--- src/hdl/rvPipe_cfg.svh ---
// widths assume RV32I with 32 registers; the pc step is fixed at 4 (no compressed instructions)
`ifndef RV_PIPE_CFG_SVH
`define RV_PIPE_CFG_SVH

// data and pc width
`define RV_XLEN 32

// architectural registers, x0 included
`define RV_REGS 32

// pc distance between instructions
// AUIPC adds its own pc, so the pipeline itself never steps the pc
`define RV_PC_STEP 4

`endif

--- src/hdl/rvPipePkg.sv ---
// types for the three-stage pipeline; payloads are packed so an all-zero value is a bubble
`default_nettype none

`include "rvPipe_cfg.svh"

package rvPipePkg;

    typedef enum logic [3:0] {
        aluAdd,
        aluSub,
        aluSll,
        aluSlt,
        aluSltu,
        aluXor,
        aluSrl,
        aluSra,
        aluOr,
        aluAnd,
        aluPassB    // LUI
    } aluOpT;

    // payload of the decode register
    typedef struct packed {
        logic                valid;
        logic [`RV_XLEN-1:0] pc;
        logic [31:0]         inst;
    } fetchT;

    // payload of the execute register
    typedef struct packed {
        logic                valid;
        logic [`RV_XLEN-1:0] pc;
        logic [4:0]          rd;
        logic [4:0]          rs1;
        logic [4:0]          rs2;
        aluOpT               aluOp;
        logic [`RV_XLEN-1:0] rs1Val;
        logic [`RV_XLEN-1:0] rs2Val;
        logic [`RV_XLEN-1:0] imm;
        logic                useImm;  // operand b from imm, not rs2
        logic                usePc;   // operand a from pc, not rs1
    } decodedT;

    // payload of the result register
    typedef struct packed {
        logic                valid;
        logic [`RV_XLEN-1:0] pc;
        logic [4:0]          rd;
        logic [`RV_XLEN-1:0] value;
    } resultT;

endpackage

`default_nettype wire

--- src/hdl/writeBackIf.sv ---
// one write-back per cycle; wbEn is never high for x0
`default_nettype none

`include "rvPipe_cfg.svh"

interface writeBackIf;
    logic                wbEn;
    logic [4:0]          wbRd;
    logic [`RV_XLEN-1:0] wbData;
    logic [`RV_XLEN-1:0] wbPc;    // pc of the writing instruction, for tracing

    modport src  (output wbEn, wbRd, wbData, wbPc);
    modport sink (input wbEn, wbRd, wbData, wbPc);
    modport fwd  (input wbEn, wbRd, wbData);
endinterface

`default_nettype wire

--- src/hdl/stageReg.sv ---
// payloadT must be a packed type whose all-zero value means empty (valid bit low)
`default_nettype none

module stageReg #(
    parameter type payloadT = rvPipePkg::fetchT
) (
    input  logic    clk,
    input  logic    reset,
    input  logic    flush,
    input  payloadT d,
    output payloadT q
);

    always_ff @(posedge clk or posedge reset) begin
        if (reset) begin
            q <= '0;
        end else if (flush) begin
            q <= '0;    // bubble
        end else begin
            q <= d;
        end
    end

endmodule

`default_nettype wire

--- src/hdl/regFile.sv ---
// reads are combinational and see a same-cycle write; x0 always reads zero
`default_nettype none

`include "rvPipe_cfg.svh"

module regFile (
    input  logic                clk,
    input  logic                reset,
    input  logic [4:0]          rs1,
    input  logic [4:0]          rs2,
    output logic [`RV_XLEN-1:0] rs1Data,
    output logic [`RV_XLEN-1:0] rs2Data,
    writeBackIf.sink            wb
);

    logic [`RV_XLEN-1:0] regs [`RV_REGS];

    always_ff @(posedge clk or posedge reset) begin
        if (reset) begin
            for (int i = 0; i < `RV_REGS; i++) begin
                regs[i] <= '0;
            end
        end else if (wb.wbEn) begin
            regs[wb.wbRd] <= wb.wbData;
        end
    end

    // write-through so decode sees the result being written this cycle
    function automatic logic [`RV_XLEN-1:0] readPort(input logic [4:0] addr);
        if (addr == 5'd0) begin
            return '0;
        end else if (wb.wbEn && wb.wbRd == addr) begin
            return wb.wbData;
        end
        return regs[addr];
    endfunction

    always_comb begin
        rs1Data = readPort(rs1);
        rs2Data = readPort(rs2);
    end

endmodule

`default_nettype wire

--- src/hdl/decodeStage.sv ---
// decodes only OP, OP-IMM, LUI and AUIPC; any other opcode leaves as a bubble
`default_nettype none

`include "rvPipe_cfg.svh"

module decodeStage (
    input  logic                clk,
    input  logic                reset,
    input  logic                flush,
    input  logic                instValid,
    input  logic [31:0]         inst,
    input  logic [`RV_XLEN-1:0] pc,
    output logic [4:0]          rs1,
    output logic [4:0]          rs2,
    input  logic [`RV_XLEN-1:0] rs1Data,
    input  logic [`RV_XLEN-1:0] rs2Data,
    output rvPipePkg::decodedT  dec
);
    import rvPipePkg::*;

    localparam logic [6:0] opcOp    = 7'b0110011;
    localparam logic [6:0] opcOpImm = 7'b0010011;
    localparam logic [6:0] opcLui   = 7'b0110111;
    localparam logic [6:0] opcAuipc = 7'b0010111;
    localparam logic [6:0] funct7Alt = 7'b0100000;

    fetchT fetchIn;
    fetchT fetchQ;

    logic [6:0]          opcode;
    logic [2:0]          funct3;
    logic [6:0]          funct7;
    logic [`RV_XLEN-1:0] immI;
    logic [`RV_XLEN-1:0] immU;
    logic                legal;

    assign fetchIn = '{valid: instValid, pc: pc, inst: inst};

    stageReg #(.payloadT(fetchT)) fetchReg (
        .clk   (clk),
        .reset (reset),
        .flush (flush),
        .d     (fetchIn),
        .q     (fetchQ)
    );

    assign opcode = fetchQ.inst[6:0];
    assign funct3 = fetchQ.inst[14:12];
    assign funct7 = fetchQ.inst[31:25];
    assign rs1    = fetchQ.inst[19:15];
    assign rs2    = fetchQ.inst[24:20];
    assign immI   = {{(`RV_XLEN-12){fetchQ.inst[31]}}, fetchQ.inst[31:20]};
    assign immU   = {fetchQ.inst[31:12], 12'b0};

    // alt picks SUB over ADD and SRA over SRL
    function automatic aluOpT opFromFunct3(input logic [2:0] f3, input logic alt);
        case (f3)
            3'b000:  return alt ? aluSub : aluAdd;
            3'b001:  return aluSll;
            3'b010:  return aluSlt;
            3'b011:  return aluSltu;
            3'b100:  return aluXor;
            3'b101:  return alt ? aluSra : aluSrl;
            3'b110:  return aluOr;
            default: return aluAnd;
        endcase
    endfunction

    always_comb begin
        legal      = 1'b1;
        dec.aluOp  = aluAdd;
        dec.imm    = immI;
        dec.useImm = 1'b0;
        dec.usePc  = 1'b0;
        case (opcode)
            opcOp: begin
                dec.aluOp = opFromFunct3(funct3, funct7[5]);
                legal = funct7 == 7'd0
                    || (funct7 == funct7Alt && (funct3 == 3'b000 || funct3 == 3'b101));
            end
            opcOpImm: begin
                dec.aluOp  = opFromFunct3(funct3, funct3 == 3'b101 && funct7[5]);
                dec.useImm = 1'b1;
                if (funct3 == 3'b001) begin
                    legal = funct7 == 7'd0;
                end else if (funct3 == 3'b101) begin
                    legal = funct7 == 7'd0 || funct7 == funct7Alt;
                end
            end
            opcLui: begin
                dec.aluOp  = aluPassB;
                dec.imm    = immU;
                dec.useImm = 1'b1;
            end
            opcAuipc: begin
                dec.imm    = immU;
                dec.useImm = 1'b1;
                dec.usePc  = 1'b1;  // pc + upper imm
            end
            default: legal = 1'b0;
        endcase
        dec.valid  = fetchQ.valid && legal;
        dec.pc     = fetchQ.pc;
        dec.rd     = fetchQ.inst[11:7];
        dec.rs1    = rs1;
        dec.rs2    = rs2;
        dec.rs1Val = rs1Data;
        dec.rs2Val = rs2Data;
    end

endmodule

`default_nettype wire

--- src/hdl/executeStage.sv ---
// forwards only from the result register; older values come through the register file
`default_nettype none

`include "rvPipe_cfg.svh"

module executeStage (
    input  logic               clk,
    input  logic               reset,
    input  logic               flush,
    input  rvPipePkg::decodedT dec,
    writeBackIf.fwd            fwd,
    output rvPipePkg::resultT  res
);
    import rvPipePkg::*;

    decodedT exQ;

    logic [`RV_XLEN-1:0] rs1Val;
    logic [`RV_XLEN-1:0] rs2Val;
    logic [`RV_XLEN-1:0] opA;
    logic [`RV_XLEN-1:0] opB;
    logic [`RV_XLEN-1:0] aluOut;
    logic [4:0]          shamt;

    stageReg #(.payloadT(decodedT)) execReg (
        .clk   (clk),
        .reset (reset),
        .flush (flush),
        .d     (dec),
        .q     (exQ)
    );

    // wbEn already excludes x0
    assign rs1Val = (fwd.wbEn && fwd.wbRd == exQ.rs1) ? fwd.wbData : exQ.rs1Val;
    assign rs2Val = (fwd.wbEn && fwd.wbRd == exQ.rs2) ? fwd.wbData : exQ.rs2Val;

    assign opA   = exQ.usePc ? exQ.pc : rs1Val;
    assign opB   = exQ.useImm ? exQ.imm : rs2Val;
    assign shamt = opB[4:0];

    always_comb begin
        case (exQ.aluOp)
            aluAdd:   aluOut = opA + opB;
            aluSub:   aluOut = opA - opB;
            aluSll:   aluOut = opA << shamt;
            aluSlt:   aluOut = {{(`RV_XLEN-1){1'b0}}, $signed(opA) < $signed(opB)};
            aluSltu:  aluOut = {{(`RV_XLEN-1){1'b0}}, opA < opB};
            aluXor:   aluOut = opA ^ opB;
            aluSrl:   aluOut = opA >> shamt;
            aluSra:   aluOut = $signed(opA) >>> shamt;
            aluOr:    aluOut = opA | opB;
            aluAnd:   aluOut = opA & opB;
            aluPassB: aluOut = opB;
            default:  aluOut = opA + opB;
        endcase
    end

    // flush also kills the instruction leaving execute, so three in flight are dropped
    assign res.valid = exQ.valid && !flush;
    assign res.pc    = exQ.pc;
    assign res.rd    = exQ.rd;
    assign res.value = aluOut;

endmodule

`default_nettype wire

--- src/hdl/resultStage.sv ---
// retire outputs come straight from the result register and include x0 writes
`default_nettype none

`include "rvPipe_cfg.svh"

module resultStage (
    input  logic                clk,
    input  logic                reset,
    input  rvPipePkg::resultT   res,
    writeBackIf.src             wb,
    output logic                retireValid,
    output logic [`RV_XLEN-1:0] retirePc,
    output logic [4:0]          retireRd,
    output logic [`RV_XLEN-1:0] retireData
);
    import rvPipePkg::*;

    resultT resQ;

    stageReg #(.payloadT(resultT)) resReg (
        .clk   (clk),
        .reset (reset),
        .flush (1'b0),  // flush acts upstream
        .d     (res),
        .q     (resQ)
    );

    assign wb.wbEn   = resQ.valid && resQ.rd != 5'd0;
    assign wb.wbRd   = resQ.rd;
    assign wb.wbData = resQ.value;
    assign wb.wbPc   = resQ.pc;

    assign retireValid = resQ.valid;
    assign retirePc    = resQ.pc;
    assign retireRd    = resQ.rd;
    assign retireData  = resQ.value;

endmodule

`default_nettype wire

--- src/hdl/rvPipe.sv ---
// fixed three-cycle latency, one instruction per cycle, no back-pressure and no fetch
`default_nettype none

`include "rvPipe_cfg.svh"

module rvPipe (
    input  logic                clk,
    input  logic                reset,
    input  logic                instValid,
    input  logic [31:0]         inst,
    input  logic [`RV_XLEN-1:0] pc,
    input  logic                flush,
    output logic                retireValid,
    output logic [`RV_XLEN-1:0] retirePc,
    output logic [4:0]          retireRd,
    output logic [`RV_XLEN-1:0] retireData
);
    import rvPipePkg::*;

    logic [4:0]          rs1;
    logic [4:0]          rs2;
    logic [`RV_XLEN-1:0] rs1Data;
    logic [`RV_XLEN-1:0] rs2Data;
    decodedT             dec;
    resultT              res;

    writeBackIf wbIf ();

    decodeStage decodeStage_i (
        .clk       (clk),
        .reset     (reset),
        .flush     (flush),
        .instValid (instValid),
        .inst      (inst),
        .pc        (pc),
        .rs1       (rs1),
        .rs2       (rs2),
        .rs1Data   (rs1Data),
        .rs2Data   (rs2Data),
        .dec       (dec)
    );

    regFile regFile_i (
        .clk     (clk),
        .reset   (reset),
        .rs1     (rs1),
        .rs2     (rs2),
        .rs1Data (rs1Data),
        .rs2Data (rs2Data),
        .wb      (wbIf)
    );

    executeStage executeStage_i (
        .clk   (clk),
        .reset (reset),
        .flush (flush),
        .dec   (dec),
        .fwd   (wbIf),
        .res   (res)
    );

    resultStage resultStage_i (
        .clk         (clk),
        .reset       (reset),
        .res         (res),
        .wb          (wbIf),
        .retireValid (retireValid),
        .retirePc    (retirePc),
        .retireRd    (retireRd),
        .retireData  (retireData)
    );

endmodule

`default_nettype wire

--- config.mk ---
export PLATFORM = sky130hd
export DESIGN_NAME = rvPipe
export DESIGN_NICKNAME = d
export VERILOG_FILES = /design/src/hdl/rvPipePkg.sv /design/src/hdl/writeBackIf.sv /design/src/hdl/stageReg.sv /design/src/hdl/regFile.sv /design/src/hdl/decodeStage.sv /design/src/hdl/executeStage.sv /design/src/hdl/resultStage.sv /design/src/hdl/rvPipe.sv
export VERILOG_INCLUDE_DIRS = /design/src /design/src/hdl
export SDC_FILE = /design/constraint.sdc
export NUM_CORES = 2
export LEC_CHECK = 0
export BUFFER_PORTS_ARGS = -buffer_cell sky130_fd_sc_hd__buf_2
export CAP_MARGIN = 20
export CORE_ASPECT_RATIO = 2
export CORE_MARGIN = 4
export CORE_UTILIZATION = 55
export CTS_BUF_LIST = sky130_fd_sc_hd__clkbuf_4 sky130_fd_sc_hd__clkbuf_8
export CTS_CLUSTER_DIAMETER = 200
export DETAILED_ROUTE_END_ITERATION = 10
export MAX_ROUTING_LAYER = met4
export PLACE_DENSITY = 0.69
export SETUP_SLACK_MARGIN = 0.05
export SLEW_MARGIN = 5
export SYNTH_ARGS = -nofsm -noshare
export SYNTH_HDL_FRONTEND = slang
export SYNTH_SLANG_ARGS = --single-unit
--- constraint.sdc ---
create_clock -name clk -period 100.5 [get_ports clk]
set_input_delay 10.05 -clock clk [delete_from_list [all_inputs] [get_ports clk]]
set_output_delay 10.05 -clock clk [all_outputs]
set_load 0.01 [all_outputs]
==> key figures <==
Pwr
  – Pwr Density: 13.2 nW/um^2
  – Share of total power in sequential cells: 50.7%
  – Leak: 36.2 nW
  – Comb pwr share: 4.6%
  – Switching share of power: 24.3%
  – Maximum vdd ir drop: 0.0126 mV
  – Pint: 0.802 mW
  – NetSw: 0.257 mW
  – Clock share of power: 44.7%

CTS
  – CTS tree: yes
  – Worst-path clk slew: 0.07 ns
  – Post-CTS Resized: 0
  – Clock Path Buffers: 4
  – Clock root cell: clkbuf_8
  – Number of CTS-inserted buffers: 194
  – Post-CTS setup buffer count: 0
  – Depth of the CTS H-tree: 4
  – Sink Count: 1309
  – Skew-Pair Late Insertion Delay: 0.95 ns
  – CTS Hold Buffers Added: 0

Synth
  – Cells after Synth: 5425
  – Primary FF master, synth: dfrtp_1
  – Net Count, Synth: 5592
  – Netlist Area Pre-Place: 73100 um^2
  – Syn Area/Cell: 13.5 um^2
  – #FFs+latches synth: 1309
  – Register area share after synthesis: 44.8%
  – Synth cell types: 87
  – Yosys warnings: 0
  – Post-synth EDFFs: 0
  – Post-synth ARST share: 100%

Placed design
  – PortBufs: 137
  – Setup WS pre-CTS: 86.04 ns
  – HPWL after detailed placement: 170 mm
  – Placed Instances: 6875
  – Gp weighted congestion: 1.05
  – Placed Area: 75600 um^2

Final layout
  – Non-filler cells in the finished layout: 7243
  – Final net count: 5543
  – Final Cell Area: 80100 um^2
  – Share of cells above drive strength 1: 43.2%
  – Syn-to-layout area delta: 9.63%
  – Filler cells: 10400

Floorplan
  – Die width: 266 um
  – Starting Density: 55.5%
  – CORE AREA: 132000 um^2
  – # IOs: 138
  – Die ar.: 139000 um^2
  – Row cnt: 188
  – Die Y: 524 um

Critical path
  – Critical path capture point type: async pin
  – Reg2reg path depth: 19
  – CP max stage delay: 0.87 ns
  – CP required: 101.34 ns
  – Startpoint class of the critical path: input pin
  – Worst Path Max Fanout: 144
  – Critical path buffers and inverters: 7
  – Data arrival, critical path: 14.02 ns
  – Cell count along the critical path: 7
  – Most frequent CP cell: buf_4
  – Family with the most delay on the worst path: buffers and inverters
  – Crit Path Class: input pin to async pin
  – Crit path cell chain: buf_2, inv_8, buf_12, buf_4, buf_16, buf_4, buf_4
  – CP max-delay cell: buf_4

Timing
  – Setup TNS: 0 ns
  – Worst slew margin: 14.5%
  – Final setup margin: 87.32 ns
  – Tmin final: 13.18 ns
  – Final period util: 13.1%
  – Final Skew: 0.127 ns
  – Final hold viol count: 0
  – Slew @ Worst Pin: 1.28 ns
  – Setup violators final: 0
  – Max frequency: 0.0759 GHz
  – RSZ-0062 raised after global routing: no
  – Max Slew Vio Count: 0

Detailed routing
  – Iter 0 DRT Violations: 4907
  – Routed WL: 268 mm
  – DRC errors left: 0
  – Vias: 50700
  – Drt via density: 7.00
  – Drt pass-1 iters: 6
  – Post-detailed-route count of antenna-violating nets: 0
  – Drt wl/cell: 37.0 um

Global route
  – Tot GR Track Use: 40.2%
  – Total grt overflow: 0
  – Vias in the first global route: 53200
  – Global-route wire length before repair: 386 mm
  – Initial antenna violation count: 16
  – Largest net degree at the start of global routing: 205

Job
  – Max-cap violations: 0

Hold path
  – Worst hold path cell count: 0
  – HP Class: flop to flop

Run status
  – Status: complete, no violations
==> metal layers <==
layer / vias to the layer above / share of wire, % / GRT usage [%]
met5: - / 0 / -
met4: 0 / 10 / 31.6
met1: 26800 / 32 / 42.5
met2: 2448 / 51 / 65.3
li1: 20400 / - / -
met3: 1035 / 6.6 / 8.59
==> cell type report <==
class                   instances  area (um^2)  area share (%)
diodes                         16         40.0          0.0500
clock buffers                 296         3750            4.68
clock inverters                41          419           0.523
inverters                     121          463           0.578
multi-input cells            3420        38000            47.4
flip-flops and latches       1309        32800            40.9
well taps                    1710         2140            2.67
repair buffers                330         2530            3.16
==> synth_stat cells (all sizes together) (12+ instances only) <==
cell	number	area, um^2
a31oi	23	144
and2	23	144
mux2i	218	2190
nor3	24	131
xnor2	29	254
a211oi	102	766
nand2	210	791
xor2	15	131
dfrtp	1309	32800
clkbuf	467	1750
buf	108	495
a221oi	18	158
mux2	976	11000
a22oi	19	148
a21oi	134	671
o21ai	150	751
nand4	26	169
ha	97	1210
nor2b	136	851
inv	119	447
nor2	212	801
o22ai	16	100
o21a	23	173
a221o	16	160
nand3	30	150
a211o	12	106
o211ai	27	203
nand2b	25	156
o221ai	22	193
o21bai	22	165
o311ai	24	245
a21o	17	128
mux4	640	14400
==> power by group through the flow <==
stage,logic (mW),clock network [mW],registers [mW]
finish,0.0483,0.474,0.537
global route,0.0522,0.503,0.537
CTS,0.0482,0.480,0.537
detailed placement,0.0482,0,0.547
global placement,0.0471,0,0.547
floorplan,0.0352,0,0.542
==> worst paths after layout <==
check                                                         from                                    to  slack (ns)
max in group clk              resultStage_i.resReg.q[31]$_DFF_PP0_                        retireData[31]       88.34
hold reg to reg            executeStage_i.execReg.q[113]$_DFF_PP0_  resultStage_i.resReg.q[33]$_DFF_PP0_        0.34
setup reg to reg              resultStage_i.resReg.q[35]$_DFF_PP0_  resultStage_i.resReg.q[26]$_DFF_PP0_       92.28
hold / removal             executeStage_i.execReg.q[113]$_DFF_PP0_  resultStage_i.resReg.q[33]$_DFF_PP0_        0.34
setup / recovery                                             reset       regFile_i.regs[973]$_DFFE_PP0P_       87.32
min in group asynchronous                                    reset  resultStage_i.resReg.q[66]$_DFF_PP0_        9.20
==> flip-flops by register name, indices dropped and copies added, names as in the netlist <==
| register | cells |
|---|---|
| executeStage_i.execReg.q | 150 |
| decodeStage_i.fetchReg.q | 65 |
| resultStage_i.resReg.q | 70 |
| regFile_i.regs | 1024 |
==> stage by stage <==
step / hold slack (ns) / power (mW) / util [%]
6_report: 0.343 / 1.06 / 60.8
5_1_grt: 0.351 / 1.09 / 60.8
4_1_cts: 0.341 / 1.07 / 60.5
3_5_place_dp: 0.335 / 0.595 / 57.4
3_3_place_gp: 0.333 / 0.594 / 57.2
2_1_floorplan: 0.331 / 0.578 / -
==> cells in the final DEF, fill, tap and decap left out, types with 20 or more instances in the layout <==
cell type and count:
nand2b_1 24, nor2_1 195, nand4_1 25, buf_2 138
o21a_1 23, clkbuf_8 244, nand3_1 28, ha_1 97
mux2_2 975, o211ai_1 27, clkinv_2 26, buf_4 167
nor2b_1 136, xnor2_1 29, a31oi_1 23, o21ai_0 144
nand2_1 193, mux4_2 640, a211oi_1 100, inv_1 112
nor3_1 21, clkbuf_4 52, mux2i_1 209, and2_1 22
a21oi_1 134, dfrtp_1 1297, o21bai_1 20, o221ai_1 22
==> cells by family (layout without fill, tap and decap cells) <==
group | Yosys count | count (layout) | synth area share [%]
flops | 1309 | 1309 | 44.8
simple gates | 750 | 750 | 5.02
fa+ha+maj | 99 | 99 | 1.72
other cells | 0 | 16 | 0
mux | 1834 | 1834 | 37.8
buf+inv | 696 | 788 | 3.70
compound gates | 693 | 693 | 6.46
xor+xnor | 44 | 44 | 0.527
==> worst reg2reg max path, delay by kind of cell, from the launching register on <==
family | cells | cell delay, ns
AOI/OAI and AO/OA | 9 | 3.79
and+or+nand+nor | 6 | 2.08
DFF | 1 | 0.76
buffers and inverters | 2 | 0.64
adders and majority gates | 1 | 0.57
muxes | 1 | 0.23
No activity file was read; power rests on OpenSTA's default activity.
